**config.mk**
```make
export PLATFORM = sky130hd
export DESIGN_NAME = mpmc_top
export DESIGN_NICKNAME = d
export VERILOG_FILES = /design/src/rtl/mem_ui_pkg.sv /design/src/rtl/client_pkg.sv /design/src/rtl/request_select.sv /design/src/rtl/app_sequencer.sv /design/src/rtl/line_cache.sv /design/src/rtl/ack_ctrl.sv /design/src/rtl/mpmc_top.sv
export SDC_FILE = /design/constraint.sdc
export NUM_CORES = 1
export LEC_CHECK = 0
export ABC_AREA = 1
export BUFFER_PORTS_ARGS = -buffer_cell sky130_fd_sc_hd__buf_2
export CAP_MARGIN = 20
export CORE_AREA = 4 4 352 354
export CTS_CLUSTER_DIAMETER = 30
export CTS_CLUSTER_SIZE = 25
export DETAILED_ROUTE_END_ITERATION = 6
export DIE_AREA = 0 0 356 358
export PLACE_DENSITY = 0.74
export SYNTH_ARGS = -nofsm -noshare
export SYNTH_HDL_FRONTEND = slang
export SYNTH_SLANG_ARGS = --single-unit
```
**constraint.sdc**
```tcl
create_clock -name mem_ui_clk -period 24.2 [get_ports mem_ui_clk]
set_clock_uncertainty 0.05 [all_clocks]
set_input_delay 4.84 -clock mem_ui_clk [delete_from_list [all_inputs] [get_ports mem_ui_clk]]
set_output_delay 4.84 -clock mem_ui_clk [all_outputs]
set_load 0.05 [all_outputs]
```
**src/rtl/mem_ui_pkg.sv**
```systemverilog
package mem_ui_pkg;

	// ------------------------------------------------------------
	// DDR user-interface data path
	// ------------------------------------------------------------

	// One app_wdf_data / app_rd_data beat
	localparam int STRIP_BITS = 128;
	// One mask bit per byte, a set bit keeps the byte unwritten
	localparam int MASK_BITS = STRIP_BITS / 8;

	typedef enum logic [2:0] {
		CMD_WRITE = 3'b000,
		CMD_READ  = 3'b001
	} app_cmd_t;

	// A strip seen either as narrow words or as CPU words
	typedef union packed {
		logic [STRIP_BITS/32-1:0][31:0] lane32;
		logic [STRIP_BITS/64-1:0][63:0] lane64;
	} strip_t;

endpackage

```
**src/rtl/client_pkg.sv**
```systemverilog
package client_pkg;

	// ------------------------------------------------------------
	// Client ports
	// ------------------------------------------------------------

	// Enum value doubles as the bit index of one-hot channel vectors
	typedef enum logic [1:0] {
		CH_DISPLAY = 2'd0,
		CH_NARROW  = 2'd1,
		CH_CPU     = 2'd2,
		CH_NONE    = 2'd3
	} chan_t;

	localparam int NARROW_BITS = 32;
	localparam int CPU_BITS = 64;

	// Strips fetched per read miss
	localparam int STRIPS_DISPLAY = 4;
	localparam int STRIPS_CPU = 2;

endpackage

```
**src/rtl/request_select.sv**
```systemverilog
`timescale 1ns/1ps

module request_select #(
	parameter int ADDR_WIDTH = 29
) (
	input  logic disp_cyc,
	input  logic disp_stb,
	input  logic disp_we,
	input  logic [mem_ui_pkg::MASK_BITS-1:0] disp_sel,
	input  logic [31:0] disp_adr,
	input  logic [mem_ui_pkg::STRIP_BITS-1:0] disp_dat_i,
	input  logic disp_hit,
	input  logic nar_cyc,
	input  logic nar_stb,
	input  logic nar_we,
	input  logic [client_pkg::NARROW_BITS/8-1:0] nar_sel,
	input  logic [31:0] nar_adr,
	input  logic [client_pkg::NARROW_BITS-1:0] nar_dat_i,
	input  logic nar_hit,
	input  logic cpu_cyc,
	input  logic cpu_stb,
	input  logic cpu_we,
	input  logic [client_pkg::CPU_BITS/8-1:0] cpu_sel,
	input  logic [31:0] cpu_adr,
	input  logic [client_pkg::CPU_BITS-1:0] cpu_dat_i,
	input  logic cpu_hit,
	output logic req_valid,
	output client_pkg::chan_t req_ch,
	output logic req_we,
	output logic [ADDR_WIDTH-1:0] req_addr,
	output logic [mem_ui_pkg::MASK_BITS-1:0] req_mask,
	output mem_ui_pkg::strip_t req_data,
	output logic [2:0] req_strips
);
	import mem_ui_pkg::*;
	import client_pkg::*;

	logic disp_cs;
	logic nar_cs;
	logic cpu_cs;
	chan_t sel_ch;

	assign disp_cs = disp_cyc & disp_stb;
	assign nar_cs = nar_cyc & nar_stb;
	assign cpu_cs = cpu_cyc & cpu_stb;

	// Display first, then writes, then the remaining read misses
	always_comb begin
		if (disp_cs && (disp_we || !disp_hit))
			sel_ch = CH_DISPLAY;
		else if (nar_cs && nar_we)
			sel_ch = CH_NARROW;
		else if (cpu_cs && cpu_we)
			sel_ch = CH_CPU;
		else if (nar_cs && !nar_hit)
			sel_ch = CH_NARROW;
		else if (cpu_cs && !cpu_hit)
			sel_ch = CH_CPU;
		else
			sel_ch = CH_NONE;
	end

	// ------------------------------------------------------------
	// Request formatting for the chosen port
	// ------------------------------------------------------------
	always_comb begin
		req_valid = (sel_ch != CH_NONE);
		req_ch = sel_ch;
		req_we = 1'b0;
		req_addr = '0;
		req_mask = '1;
		req_data = '0;
		req_strips = 3'd1;
		case (sel_ch)
		CH_DISPLAY: begin
			req_we = disp_we;
			// Reads fetch the whole 64-byte line
			if (disp_we)
				req_addr = {disp_adr[ADDR_WIDTH-1:4], 4'd0};
			else
				req_addr = {disp_adr[ADDR_WIDTH-1:6], 6'd0};
			req_mask = ~disp_sel;
			req_data = disp_dat_i;
			req_strips = disp_we ? 3'd1 : 3'(STRIPS_DISPLAY);
		end
		CH_NARROW: begin
			req_we = nar_we;
			req_addr = {nar_adr[ADDR_WIDTH-1:4], 4'd0};
			req_mask[nar_adr[3:2]*(NARROW_BITS/8) +: NARROW_BITS/8] = ~nar_sel;
			req_data.lane32 = {(STRIP_BITS/NARROW_BITS){nar_dat_i}};
		end
		CH_CPU: begin
			req_we = cpu_we;
			if (cpu_we)
				req_addr = {cpu_adr[ADDR_WIDTH-1:4], 4'd0};
			else
				req_addr = {cpu_adr[ADDR_WIDTH-1:5], 5'd0};
			req_mask[cpu_adr[3]*(CPU_BITS/8) +: CPU_BITS/8] = ~cpu_sel;
			req_data.lane64 = {(STRIP_BITS/CPU_BITS){cpu_dat_i}};
			req_strips = cpu_we ? 3'd1 : 3'(STRIPS_CPU);
		end
		default: ;
		endcase
	end

endmodule

```
**src/rtl/app_sequencer.sv**
```systemverilog
`timescale 1ns/1ps

module app_sequencer #(
	parameter int ADDR_WIDTH = 29,
	parameter int RD_TIMEOUT = 120
) (
	input  logic mem_ui_clk,
	input  logic mem_ui_rst,
	input  logic req_valid,
	input  client_pkg::chan_t req_ch,
	input  logic req_we,
	input  logic [ADDR_WIDTH-1:0] req_addr,
	input  logic [mem_ui_pkg::MASK_BITS-1:0] req_mask,
	input  mem_ui_pkg::strip_t req_data,
	input  logic [2:0] req_strips,
	input  logic app_rdy,
	input  logic app_wdf_rdy,
	input  logic app_rd_data_valid,
	input  logic init_calib_complete,
	output logic [ADDR_WIDTH-1:0] app_addr,
	output mem_ui_pkg::app_cmd_t app_cmd,
	output logic app_en,
	output logic [mem_ui_pkg::STRIP_BITS-1:0] app_wdf_data,
	output logic [mem_ui_pkg::MASK_BITS-1:0] app_wdf_mask,
	output logic app_wdf_wren,
	output logic app_wdf_end,
	output logic [2:0] fill_en,
	output logic [1:0] fill_idx,
	output logic fill_last,
	output logic snoop_en,
	output logic [31:0] snoop_adr,
	output logic [2:0] wr_done
);
	import mem_ui_pkg::*;
	import client_pkg::*;

	typedef enum logic [2:0] {
		IDLE,
		PRESET,
		SEND_DATA,
		SET_CMD_WR,
		SET_CMD_RD,
		WAIT_RD
	} state_t;

	localparam int TO_W = $clog2(RD_TIMEOUT + 1);

	state_t state;
	chan_t cur_ch;
	logic cur_we;
	logic [1:0] last_idx;
	// Read commands accepted and strips returned
	logic [1:0] iss_cnt;
	logic [1:0] rd_cnt;
	logic [TO_W-1:0] to_cnt;
	logic rd_beat;
	logic timed_out;

	assign rd_beat = app_rd_data_valid && (state == SET_CMD_RD || state == WAIT_RD);
	assign timed_out = (to_cnt == TO_W'(RD_TIMEOUT - 1));

	// ------------------------------------------------------------
	// Command FSM
	// ------------------------------------------------------------
	always_ff @(posedge mem_ui_clk) begin
		if (mem_ui_rst) begin
			state <= IDLE;
			snoop_en <= 1'b0;
			iss_cnt <= '0;
			rd_cnt <= '0;
			to_cnt <= '0;
		end else begin
			snoop_en <= 1'b0;
			case (state)
			IDLE:
				if (init_calib_complete && req_valid) begin
					// Caches drop any line holding the write address
					snoop_en <= req_we;
					iss_cnt <= '0;
					rd_cnt <= '0;
					state <= PRESET;
				end
			PRESET: begin
				to_cnt <= '0;
				state <= cur_we ? SEND_DATA : SET_CMD_RD;
			end
			SEND_DATA:
				if (app_wdf_rdy)
					state <= SET_CMD_WR;
			SET_CMD_WR:
				if (app_rdy)
					state <= IDLE;
			SET_CMD_RD, WAIT_RD: begin
				to_cnt <= to_cnt + 1'b1;
				if (state == SET_CMD_RD && app_rdy) begin
					iss_cnt <= iss_cnt + 1'b1;
					if (iss_cnt == last_idx)
						state <= WAIT_RD;
				end
				if (rd_beat)
					rd_cnt <= rd_cnt + 1'b1;
				// Give up on a stuck read, the client retries on the next miss
				if ((rd_beat && fill_last) || timed_out)
					state <= IDLE;
			end
			default:
				state <= IDLE;
			endcase
		end
	end

	// Request capture and burst address stepping
	always_ff @(posedge mem_ui_clk) begin
		if (state == IDLE && init_calib_complete) begin
			cur_ch <= req_ch;
			cur_we <= req_we;
			last_idx <= 2'(req_strips - 3'd1);
			app_addr <= req_addr;
			app_wdf_data <= req_data;
			app_wdf_mask <= req_mask;
			snoop_adr <= 32'(req_addr);
		end else if (state == SET_CMD_RD && app_rdy) begin
			app_addr <= app_addr + ADDR_WIDTH'(STRIP_BITS / 8);
		end
	end

	// ------------------------------------------------------------
	// app_* drive and per-channel strobes
	// ------------------------------------------------------------
	assign app_en = (state == SET_CMD_WR) || (state == SET_CMD_RD);
	assign app_cmd = (state == SET_CMD_RD) ? CMD_READ : CMD_WRITE;
	assign app_wdf_wren = (state == SEND_DATA);
	assign app_wdf_end = (state == SEND_DATA);

	assign fill_en = rd_beat ? (3'b001 << cur_ch) : 3'b000;
	assign fill_idx = rd_cnt;
	assign fill_last = (rd_cnt == last_idx);
	assign wr_done = (state == SET_CMD_WR && app_rdy) ? (3'b001 << cur_ch) : 3'b000;

endmodule

```
**src/rtl/line_cache.sv**
```systemverilog
`timescale 1ns/1ps

module line_cache #(
	parameter int STRIPS = 1,
	parameter int LANE_WIDTH = 128
) (
	input  logic mem_ui_clk,
	input  logic mem_ui_rst,
	input  logic [31:0] adr,
	output logic hit,
	output logic [LANE_WIDTH-1:0] dat_o,
	input  logic fill_en,
	input  logic [1:0] fill_idx,
	input  logic fill_last,
	input  mem_ui_pkg::strip_t fill_data,
	input  logic snoop_en,
	input  logic [31:0] snoop_adr
);
	import mem_ui_pkg::*;

	// Line is STRIPS strips of 16 bytes
	localparam int LINE_LSB = $clog2(STRIPS * STRIP_BITS / 8);
	localparam int IDX_W = (STRIPS > 1) ? $clog2(STRIPS) : 1;

	strip_t strips [STRIPS];
	logic [31:LINE_LSB] tag;
	logic tag_valid;
	logic [IDX_W-1:0] wr_idx;
	logic [IDX_W-1:0] rd_idx;
	strip_t cur;

	assign hit = tag_valid && (tag == adr[31:LINE_LSB]);
	assign wr_idx = (STRIPS > 1) ? fill_idx[IDX_W-1:0] : '0;
	assign rd_idx = (STRIPS > 1) ? adr[4 +: IDX_W] : '0;
	assign cur = strips[rd_idx];

	always_ff @(posedge mem_ui_clk) begin
		if (mem_ui_rst)
			tag_valid <= 1'b0;
		else if (fill_en && fill_last)
			tag_valid <= 1'b1;
		else if (snoop_en && snoop_adr[31:LINE_LSB] == tag)
			tag_valid <= 1'b0;
	end

	// Client holds adr through the miss, so it names the line being filled
	always_ff @(posedge mem_ui_clk) begin
		if (fill_en) begin
			strips[wr_idx] <= fill_data;
			if (fill_last)
				tag <= adr[31:LINE_LSB];
		end
	end

	// Lane pick follows the port width
	always_ff @(posedge mem_ui_clk) begin
		case (LANE_WIDTH)
		32:      dat_o <= LANE_WIDTH'(cur.lane32[adr[3:2]]);
		64:      dat_o <= LANE_WIDTH'(cur.lane64[adr[3]]);
		default: dat_o <= LANE_WIDTH'(cur);
		endcase
	end

endmodule

```
**src/rtl/ack_ctrl.sv**
```systemverilog
`timescale 1ns/1ps

module ack_ctrl (
	input  logic mem_ui_clk,
	input  logic mem_ui_rst,
	input  logic disp_cyc,
	input  logic disp_stb,
	input  logic disp_we,
	input  logic disp_hit,
	input  logic nar_cyc,
	input  logic nar_stb,
	input  logic nar_we,
	input  logic nar_hit,
	input  logic cpu_cyc,
	input  logic cpu_stb,
	input  logic cpu_we,
	input  logic cpu_hit,
	input  logic [2:0] wr_done,
	output logic disp_ack,
	output logic nar_ack,
	output logic cpu_ack
);
	// Bit order matches the channel encoding
	logic [2:0] cs;
	logic [2:0] rd_hit;
	logic [2:0] ack_r;

	assign cs = {cpu_cyc & cpu_stb, nar_cyc & nar_stb, disp_cyc & disp_stb};
	assign rd_hit = cs & ~{cpu_we, nar_we, disp_we} & {cpu_hit, nar_hit, disp_hit};

	// Held while selected, dropped once the port lets go
	always_ff @(posedge mem_ui_clk) begin
		if (mem_ui_rst)
			ack_r <= 3'b000;
		else
			ack_r <= (ack_r | rd_hit | wr_done) & cs;
	end

	assign {cpu_ack, nar_ack, disp_ack} = ack_r & cs;

endmodule

```
**src/rtl/mpmc_top.sv**
```systemverilog
`timescale 1ns/1ps

module mpmc_top #(
	parameter int ADDR_WIDTH = 29,
	parameter int RD_TIMEOUT = 120
) (
	input  logic mem_ui_clk,
	input  logic mem_ui_rst,
	// Display port
	input  logic disp_cyc,
	input  logic disp_stb,
	input  logic disp_we,
	input  logic [mem_ui_pkg::MASK_BITS-1:0] disp_sel,
	input  logic [31:0] disp_adr,
	input  logic [mem_ui_pkg::STRIP_BITS-1:0] disp_dat_i,
	output logic [mem_ui_pkg::STRIP_BITS-1:0] disp_dat_o,
	output logic disp_ack,
	// Narrow port
	input  logic nar_cyc,
	input  logic nar_stb,
	input  logic nar_we,
	input  logic [client_pkg::NARROW_BITS/8-1:0] nar_sel,
	input  logic [31:0] nar_adr,
	input  logic [client_pkg::NARROW_BITS-1:0] nar_dat_i,
	output logic [client_pkg::NARROW_BITS-1:0] nar_dat_o,
	output logic nar_ack,
	// CPU port
	input  logic cpu_cyc,
	input  logic cpu_stb,
	input  logic cpu_we,
	input  logic [client_pkg::CPU_BITS/8-1:0] cpu_sel,
	input  logic [31:0] cpu_adr,
	input  logic [client_pkg::CPU_BITS-1:0] cpu_dat_i,
	output logic [client_pkg::CPU_BITS-1:0] cpu_dat_o,
	output logic cpu_ack,
	// DDR user interface
	input  logic init_calib_complete,
	output logic [ADDR_WIDTH-1:0] app_addr,
	output logic [2:0] app_cmd,
	output logic app_en,
	output logic [mem_ui_pkg::STRIP_BITS-1:0] app_wdf_data,
	output logic [mem_ui_pkg::MASK_BITS-1:0] app_wdf_mask,
	output logic app_wdf_wren,
	output logic app_wdf_end,
	input  logic app_rdy,
	input  logic app_wdf_rdy,
	input  logic [mem_ui_pkg::STRIP_BITS-1:0] app_rd_data,
	input  logic app_rd_data_valid
);
	import mem_ui_pkg::*;
	import client_pkg::*;

	logic req_valid;
	chan_t req_ch;
	logic req_we;
	logic [ADDR_WIDTH-1:0] req_addr;
	logic [MASK_BITS-1:0] req_mask;
	strip_t req_data;
	logic [2:0] req_strips;
	logic [2:0] fill_en;
	logic [1:0] fill_idx;
	logic fill_last;
	logic snoop_en;
	logic [31:0] snoop_adr;
	logic [2:0] wr_done;
	logic disp_hit;
	logic nar_hit;
	logic cpu_hit;

	request_select #(.ADDR_WIDTH(ADDR_WIDTH)) u_select (
		.disp_cyc, .disp_stb, .disp_we, .disp_sel, .disp_adr, .disp_dat_i, .disp_hit,
		.nar_cyc, .nar_stb, .nar_we, .nar_sel, .nar_adr, .nar_dat_i, .nar_hit,
		.cpu_cyc, .cpu_stb, .cpu_we, .cpu_sel, .cpu_adr, .cpu_dat_i, .cpu_hit,
		.req_valid, .req_ch, .req_we, .req_addr, .req_mask, .req_data, .req_strips
	);

	app_sequencer #(.ADDR_WIDTH(ADDR_WIDTH), .RD_TIMEOUT(RD_TIMEOUT)) u_seq (
		.mem_ui_clk, .mem_ui_rst,
		.req_valid, .req_ch, .req_we, .req_addr, .req_mask, .req_data, .req_strips,
		.app_rdy, .app_wdf_rdy, .app_rd_data_valid, .init_calib_complete,
		.app_addr, .app_cmd, .app_en, .app_wdf_data, .app_wdf_mask,
		.app_wdf_wren, .app_wdf_end,
		.fill_en, .fill_idx, .fill_last, .snoop_en, .snoop_adr, .wr_done
	);

	ack_ctrl u_ack (
		.mem_ui_clk, .mem_ui_rst,
		.disp_cyc, .disp_stb, .disp_we, .disp_hit,
		.nar_cyc, .nar_stb, .nar_we, .nar_hit,
		.cpu_cyc, .cpu_stb, .cpu_we, .cpu_hit,
		.wr_done, .disp_ack, .nar_ack, .cpu_ack
	);

	// ------------------------------------------------------------
	// Per-port read caches
	// ------------------------------------------------------------
	line_cache #(.STRIPS(STRIPS_DISPLAY), .LANE_WIDTH(STRIP_BITS)) disp_cache (
		.mem_ui_clk, .mem_ui_rst, .adr(disp_adr), .hit(disp_hit), .dat_o(disp_dat_o),
		.fill_en(fill_en[CH_DISPLAY]), .fill_idx, .fill_last, .fill_data(app_rd_data),
		.snoop_en, .snoop_adr
	);

	line_cache #(.STRIPS(1), .LANE_WIDTH(NARROW_BITS)) nar_cache (
		.mem_ui_clk, .mem_ui_rst, .adr(nar_adr), .hit(nar_hit), .dat_o(nar_dat_o),
		.fill_en(fill_en[CH_NARROW]), .fill_idx, .fill_last, .fill_data(app_rd_data),
		.snoop_en, .snoop_adr
	);

	line_cache #(.STRIPS(STRIPS_CPU), .LANE_WIDTH(CPU_BITS)) cpu_cache (
		.mem_ui_clk, .mem_ui_rst, .adr(cpu_adr), .hit(cpu_hit), .dat_o(cpu_dat_o),
		.fill_en(fill_en[CH_CPU]), .fill_idx, .fill_last, .fill_data(app_rd_data),
		.snoop_en, .snoop_adr
	);

endmodule

```
Yosys cells after proc, flatten, opt, wreduce, memory -nomap -nowiden --
Memory sizes are Yosys's and may differ from the RTL's. A register that Yosys moved wholly into a read port is not among the register bits. Index checks and enable logic that the tools add are counted.
Storage, ports and cells: bits of input ports 491, RAM bits 896, output and inout port bits 406, word-level logic and storage cells 173, bits in registers 405, memories 3
Memories:
- disp_cache.strips | words 4, width 128, read ports 1, clocked after memory_dff 1, write ports 1, line line_cache.sv:25 | strip_t strips [STRIPS];
- cpu_cache.strips | words 2, width 128, read ports 1, clocked after memory_dff 0, write ports 1, line line_cache.sv:25
- nar_cache.strips | words 1, width 128, read ports 1, clocked after memory_dff 0, write ports 1, line line_cache.sv:25
Operators by class: add/sub/neg operators 7, muxes and demuxes 49, shift-type cells 5, reductions and logical operators 43, equality and inequality tests 24, order comparisons 2, bitwise operators 19
Operators by type and width (count):
- 128-bit one-hot mux with 3 select lines | 1
- 64-bit 2-to-1 mux | 2
- 29-bit one-hot mux with 3 select lines | 1
- 4-bit negation with 34-bit output | 2
- 32-bit binary-select mux with 2-bit select | 1
- 29-bit 2-to-1 mux | 2
- 16-bit inverter | 3
- 16-bit one-hot mux with 3 select lines | 1
- 4-bit by 34-bit variable shift with 16-bit output, first input constant | 1
- 8-bit by 34-bit variable shift with 16-bit output, first input constant | 1
- 4-bit by 34-bit indexed part select with 16-bit output | 1
- 8-bit by 34-bit indexed part select with 16-bit output | 1
- 32-bit 2-to-1 mux | 1
- 16-bit bitwise OR | 2
- 29-bit by 5-bit adder with 29-bit output, second input constant | 1
- 25-bit by 28-bit == test with 1-bit output | 1
- 28-bit == test | 1
- 24-bit by 27-bit == test with 1-bit output | 1
- 27-bit == test | 1
- 3-bit 2-to-1 mux | 9
- 23-bit by 26-bit == test with 1-bit output | 1
- 26-bit == test | 1
- 1-bit logical AND | 20
- 2-bit 2-to-1 mux | 8
- 40 further kinds | 85

Longest topological paths before layout --
Gate-level depths: netlist of the first run.
word-level depth 13, depth in mapped cells 17, depth with buffers taken out 17

Cells and area by module --
From an unflattened synthesis of the first run, not the netlist that was laid out.
Unflattened totals: cell total of the unflattened synthesis 4397, area total of the unflattened synthesis 55081.6 um^2
Modules (own cells, without submodules):
- line_cache at disp_cache | seq. area each 18738.0 um^2, cells an instance 1603, times used 1, area each 23603.9 um^2
- line_cache at cpu_cache | seq. area each 9799.4 um^2, cells an instance 923, times used 1, area each 12530.8 um^2
- app_sequencer | seq. area each 6516.2 um^2, cells an instance 561, times used 1, area each 8156.6 um^2
- line_cache at nar_cache | seq. area each 5345.1 um^2, cells an instance 568, times used 1, area each 7141.8 um^2
- request_select | seq. area each 0.0 um^2, cells an instance 709, times used 1, area each 3475.8 um^2
- ack_ctrl | seq. area each 60.1 um^2, cells an instance 33, times used 1, area each 172.7 um^2

Worst setup path after synthesis of the first run --
No wires, ideal clock.
path kind input to register, start point input port app_rd_data_valid, end point register nar_cache.tag[10] (netlist bit) (enable), arrival time 11456 ps, setup slack 12309 ps, buffers on the path 0, data required time 23766 ps, stages 4, setup time 384 ps, path through nand2_1 -> nor2_1 -> nand2_1 -> inv_1
On the way: word-level cells in the longest chain between the ends 3
RTL lines:
- start, declared | line mpmc_top.sv:48 | input logic app_rd_data_valid
- 1-bit logical AND | line app_sequencer.sv:59 | assign rd_beat = app_rd_data_valid && (state == SET_CMD_RD || state == WAIT_RD);
- 3-bit 2-to-1 mux | line app_sequencer.sv:135 | assign fill_en = rd_beat ? (3'b001 << cur_ch) : 3'b000;
- via nar_cache.fill_en | line line_cache.sv:12 | input logic fill_en,
- 2-bit AND reduction (no line)
- end signal, assigned | line line_cache.sv:51 | tag <= adr[31:LINE_LSB];
- end, declared | line line_cache.sv:26 | logic [31:LINE_LSB] tag;
The timed path passes the listed nets, and every way through them passes these cells. A chain may end at the register's enable or synchronous reset.

Worst setup path in the final report of the first run --
start point input port disp_cyc, end point output port disp_ack
On the way: word-level cells in the longest chain between the ends 2
RTL lines:
- start, declared | line mpmc_top.sv:10 | input logic disp_cyc,
- 1-bit AND | line ack_ctrl.sv:28 | assign cs = {cpu_cyc & cpu_stb, nar_cyc & nar_stb, disp_cyc & disp_stb};
- 3-bit AND | line ack_ctrl.sv:39 | assign {cpu_ack, nar_ack, disp_ack} = ack_r & cs;
- end, declared | line mpmc_top.sv:17 | output logic disp_ack,
No other way between the ends.

==> impl_metrics.yaml, run 1 <==
placed_design:
  globalplace.congestion: 0.986
  numPortBuffers: 881
  placed_cells: 6536
  hpwlAfterDp_um: 139000
  place_area_mm2: 0.0595
clock_tree:
  clockBufferDepth: 4
  cts-resized-gates: 0
  root_buffer: "clkbuf_16"
  cts_hold_buf: 0
  cts_tree: "done"
  cts_max_level: 5
  clk_latency_ns: 0.92
  cts_buffers: 295
  post_cts.repair.setup_buffers: 0
  cts.sinks: 1421
  clkTransAtPathRegs_ns: 0.06
timing:
  setup_viol: 0
  fmaxAchievable_ghz: 0.0963
  period_share_pct: 42.9
  worstMarginPinSlew_ns: 1.29
  layout_min_cycle_time_ns: 10.38
  final_hold_viol_count: 0
  max_slew_margin_pct: 14.0
  finalMaxSlewViolations: 0
  finalSetupTns_ns: 0
  rsz0062_at_grt: "false"
floorplanning:
  ios: 897
  core_area_mm2: 0.121
  die_h_um: 358
  die_w_um: 356
  placement_rows: 128
  fp.dieArea_mm2: 0.127
  initial_core_util_pct: 44.2
min_path:
  min_path_cells: 2
  hold_end: "cpu_cache.dat_o[45]"
  hp-class: "reg -> reg"
  min_from: "cpu_cache.strips[0][45]"
setup_path:
  startpoint: "disp_cyc"
  critPathCaptureType: "output pin"
  r2r_cells: 15
  cp_top_family: "buffers and inverters"
  worst-path-buf-inv: 2
  worstPathArrival_ns: 5.49
  r2r_slack_ns: 19.82
  worstReg2RegStart: "disp_cache.tag[19]"
  path_class: "in -> out"
  critPathMostFrequentCell: "buf_2"
  worstPathMaxFanout: 3
  reg2reg_to: "u_seq.app_wdf_data[17]"
  max_stage_delay_ns: 0.28
  path_cells: "buf_2, nand2_1, nor2_1, buf_2"
  crit_path_start_kind: "primary input"
  cp_slowest_cell: "buf_2"
  crit_required_ns: 19.31
finish:
  area.growth.synth_to_final_pct: 30.0
  fin_nets: 5709
  finalNonFillerCells: 7112
  drive_gt1_share_pct: 27.0
  multi_input_area_mm2: 0.0115
  fin_util_pct: 57.4
  final_area_mm2: 0.0695
  seqCellArea_mm2: 0.0402
  n_fill_cell: 9581
global_routing:
  antenna_found_initial: 79
  grt_overflow: 0
  grt_use_total_pct: 30.3
  grt_pass1_vias: 37805
  grt_first_pass_wirelength_um: 273000
  grt_max_degree: 194
pwr:
  p_leak_nw: 26.5
  p_sw_share_pct: 27.7
  clockPowerShare_pct: 50.7
  ir_drop_mv: 0.0857
  netSwitchingPower_mw: 2.20
  seq_power_share_pct: 36.8
  power_density_mw_per_mm2: 114
  intPower_mw: 5.75
  combPwrFrac_pct: 12.5
  power_mw: 7.96
synthesis:
  synthArstFlopShare_pct: 0
  synth_cell_types: 48
  ys_seq_area_share_pct: 75.2
  ys_seq_elements: 1421
  synth_ff_type: "edfxtp_1"
  syn_avg_cell_area_um2: 12.8
  syn_area_mm2: 0.0535
  syn_inst: 4193
  yosys.area.top_type: "edfxtp_1"
  synth.top_cell.area_share_pct: 66.0
  synth_most_common_cell: "edfxtp_1"
  synthTopCellsByArea: "edfxtp_1 66%, dfxtp_1 9.2%, o21ai_0 4.7%"
  synth_edf_count: 1176
  synthTopCellsByCount: "1176 x edfxtp_1, 615 x nand2_1, 584 x nor2_1, 499 x o21ai_0, 245 x dfxtp_1"
  ys_warn_count: 0
drt:
  ant_nets: 0
  vias_per_cell: 5.51
  drt-total-wl_um: 199000
  post-route-drc-count: 1
  wl_per_cell_um: 28.0
  vias: 39201
  drt_iter0_markers: 4554
  firstDrtPassIters: 7
outcome:
  status: "complete, but fails checks"
  violations: "DRC"
flow_run:
  maxCapViolCount: 0
## final cells by class
type	instances	share of cell area, %
sequential	1421	57.8
clock inverter	171	2.95
timing repair buffer	920	6.79
inverter	250	1.38
antenna	56	0.202
multi-input combinational	2320	16.6
clock buffer	349	11.3
tap	1625	2.92
## layer usage
metal	vias to the layer above	routed length, µm	GRT usage (%)
li1	17207	-	-
met1	19050	68700	34.8
met2	2381	96300	50.2
met3	543	18600	7.51
met4	20	15100	20.9
met5	-	144	0
## cells by family after synthesis
logic type / share of synthesized area (%)
flops: 75.2
simple gates: 9.70
compound gates: 10.4
buf+inv: 3.40
xor+xnor: 1.06
fa+ha+maj: 0.234
other cells: 0.00701
## layout by cell type (no fill, tap or decap), types with 37 or more instances in the layout
cell and instances:
edfxtp_1 1176, buf_2 876, nand2_1 615, nor2_1 575
o21ai_0 498, clkbuf_16 302, dfxtp_1 245, inv_1 236
o22ai_1 224, o211ai_1 147, diode_2 56, xnor2_1 43
buf_4 43, inv_6 37
## power groups by stage
stage               sequential (mW)  combinational, mW  clock [mW]
floorplan                      3.33              0.291           0
global placement               2.97              0.976           0
detailed placement             2.97              0.983           0
CTS                            2.93              0.989        4.07
global route                   2.94               1.04        4.20
finish                         2.93              0.993        4.03
## state kept, by name (all words and copies together) (netlist names), 28 cells and up
register and cells:
cpu_cache.strips 256, disp_cache.strips 512, nar_cache.dat_o 32, nar_cache.tag 28
nar_cache.strips 128, cpu_cache.dat_o 64, u_seq.app_wdf_data 128, disp_cache.dat_o 128
## tightest hold or removal path: stages (launching register included)
cell	delay [ns]
edfxtp_1	0.32
nor2_1	0.04
o22ai_1	0.10
## stage by stage
step | setup slack [ns] | hold slack [ns]
CTS | 13.82 | 0.371
floorplan | 12.31 | 0.389
global placement | 13.85 | 0.417
detailed placement | 13.83 | 0.427
global route | 13.80 | 0.415
finish | 13.82 | 0.368
## worst max path at each step
stage / to / slack [ns] / cells after the start
after floorplan: nar_cache.tag[10] / 12.31 / 4
after global routing: disp_ack / 13.80 / 4
after CTS: disp_ack / 13.82 / 4
after detailed placement: disp_ack / 13.83 / 4
final: disp_ack / 13.82 / 4
after global placement: disp_ack / 13.85 / 4
Power figures use the tool's default switching activity.
==> inputs of run 2 (changes only) <==
Settings changed: CORE_AREA 4 4 352 354 to 4 4 349 351, DIE_AREA 0 0 356 358 to 0 0 353 355, PLACE_DENSITY 0.74 to 0.78.
Clock period 24.2 ns to 8.7 ns, I/O delays scaled along.
==> impl_metrics.yaml, run 2 (synthesized netlist as in run 1, its figures left out) <==
clock_tree:
  clkTransAtPathRegs_ns: 0.05
  root_buffer: "clkbuf_16"
  clockBufferDepth: 4
  cts_buffers: 289
  cts.sinks: 1421
  cts_hold_buf: 0
  cts_tree: "done"
  post_cts.repair.setup_buffers: 0
  cts-resized-gates: 0
  cts_max_level: 5
  clk_latency_ns: 0.88
drt:
  drt-total-wl_um: 207000
  drt_iter0_markers: 5058
  firstDrtPassIters: 7
  wl_per_cell_um: 29.4
  post-route-drc-count: 2
  ant_nets: 0
  vias: 39901
  vias_per_cell: 5.67
global_routing:
  grt_overflow: 0
  top_usage_layer: "met2"
  grt_use_total_pct: 32.0
  use_met1_pct: 36.4
  grt_pass1_vias: 39267
  met3_usage_pct: 7.97
  met2_usage_pct: 52.9
  grt_first_pass_wirelength_um: 285000
  antenna_found_initial: 87
  grt_max_degree: 156
flow_run:
  maxCapViolCount: 0
finish:
  n_fill_cell: 9257
  final_common_cell: "edfxtp_1"
  reg_top3: "disp_cache.strips: 512 flops, cpu_cache.strips: 256 flops"
  final_area_mm2: 0.0693
  fin_nets: 5704
  regMostFlops: "disp_cache.strips"
  largest_register_ffs: 512
  drive_gt1_share_pct: 26.7
  final_cell_mix: "1176 x edfxtp_1, 877 x buf_2, 615 x nand2_1"
  area.growth.synth_to_final_pct: 29.5
pwr:
  combPwrFrac_pct: 12.7
  p_sw_share_pct: 27.7
  netSwitchingPower_mw: 6.09
  ir_drop_mv: 0.291
  p_leak_nw: 26.4
  seq_power_share_pct: 37.2
  clockPowerShare_pct: 50.1
  power_density_mw_per_mm2: 317
  intPower_mw: 15.9
placed_design:
  hpwlAfterDp_um: 141000
  numPortBuffers: 881
  place_area_mm2: 0.0594
  globalplace.congestion: 0.987
setup_path:
  crit_required_ns: 9.23
  crit_path_start_kind: "primary input"
  path_class: "in -> reg"
  r2r_cells: 14
  r2r_slack_ns: 4.78
  worstReg2RegStart: "disp_cache.tag[14]"
  critPathCaptureType: "register"
  reg2reg_to: "u_seq.app_addr[21]"
  worstPathArrival_ns: 5.07
  worstPathMaxFanout: 55
floorplanning:
  die_h_um: 355
  ios: 897
  die_w_um: 353
  fp.dieArea_mm2: 0.125
  placement_rows: 127
  core_area_mm2: 0.119
  initial_core_util_pct: 44.9
timing:
  setup_viol: 0
  finalMaxSlewViolations: 0
  layout_min_cycle_time_ns: 4.54
  max_slew_margin_pct: 15.7
  fmaxAchievable_ghz: 0.220
  finalSetupTns_ns: 0
  worstMarginPinSlew_ns: 1.27
  rsz0062_at_grt: "false"
  final_hold_viol_count: 0
  period_share_pct: 52.2
min_path:
  min_path_cells: 2
  min_from: "cpu_cache.strips[0][63]"
  hp-class: "reg -> reg"
  hold_end: "cpu_cache.dat_o[63]"
outcome:
  status: "complete, but fails checks"
  violations: "DRC"
[run 2: changes by cell type in the layout (fill, tap and decap cells not counted), moves of 6 or more]
cell        previous run  this run
clkbuf_16            302       296
clkinv_1              19        26
clkinv_2              31        41
clkinv_4              15        21
clkinvlp_4            30        17
diode_2               56        75
inv_6                 37        13
[run 2: through the flow]
step           power [mW]  utilization, %  instances  hold slack (ns)  setup slack [ns]
6_report             22.0            58.2       7041            0.395              4.16
4_1_cts              22.0            58.0       6966            0.392              4.29
2_1_floorplan        10.1               -       4198            0.389             0.693
3_5_place_dp         11.0            49.9       6460            0.435              3.41
5_1_grt              22.5            58.2       7023            0.406              4.10
3_3_place_gp         11.0            49.9       6460            0.406              3.45
[run 2: per-layer routing]
metal | wire length [µm] | share of wire [%] | up-vias
met5 | 87 | 0.042 | -
met4 | 15800 | 7.6 | 12
met3 | 20200 | 9.8 | 567
met2 | 101000 | 49 | 2704
met1 | 70200 | 34 | 19417
li1 | - | - | 17201
[run 2: final cells by class]
type,count,area [µm²],share of cell area (%)
multi-input cells,2320,11500,16.7
flip-flops and latches,1421,40200,58.1
clock buffers,344,7760,11.2
inverters,250,962,1.39
clock inverters,162,1930,2.78
diodes,75,188,0.271
repair buffers,921,4740,6.84
well taps,1548,1940,2.80
[run 2: power groups by stage]
stage / Clock, mW / Sequential, mW / Combinational [mW]
2_1_floorplan: 0 / 9.26 / 0.810
3_3_place_gp: 0 / 8.28 / 2.72
3_5_place_dp: 0 / 8.29 / 2.74
4_1_cts: 11.1 / 8.17 / 2.77
5_1_grt: 11.4 / 8.19 / 2.91
6_report: 11.0 / 8.18 / 2.78
[run 2: worst max-delay path by stage]
stage	startpoint	to	slack, ns	depth (start not counted)
2_1_floorplan	app_rd_data_valid	disp_cache.strips[0][0]	0.69	4
3_3_place_gp	disp_adr[14]	u_seq.app_addr[27]	3.45	15
3_5_place_dp	disp_adr[14]	u_seq.app_addr[21]	3.41	15
4_1_cts	disp_adr[14]	u_seq.app_addr[21]	4.29	15
5_1_grt	disp_adr[14]	u_seq.app_wdf_mask[6]	4.10	15
6_report	disp_adr[14]	u_seq.app_addr[21]	4.16	15
[run 2: worst max-delay path, cell delays in order]
cell      delay, ns
buf_2          0.12
inv_1          0.08
nand2_1        0.06
nand2_1        0.15
nand2_1        0.08
nor2_1         0.20
nand3_1        0.16
nor2_4         0.26
nor2_8         0.05
buf_4          0.34
inv_1          0.82
buf_4          0.51
o211ai_2       0.23
nand2_1        0.13
nand2_1        0.06
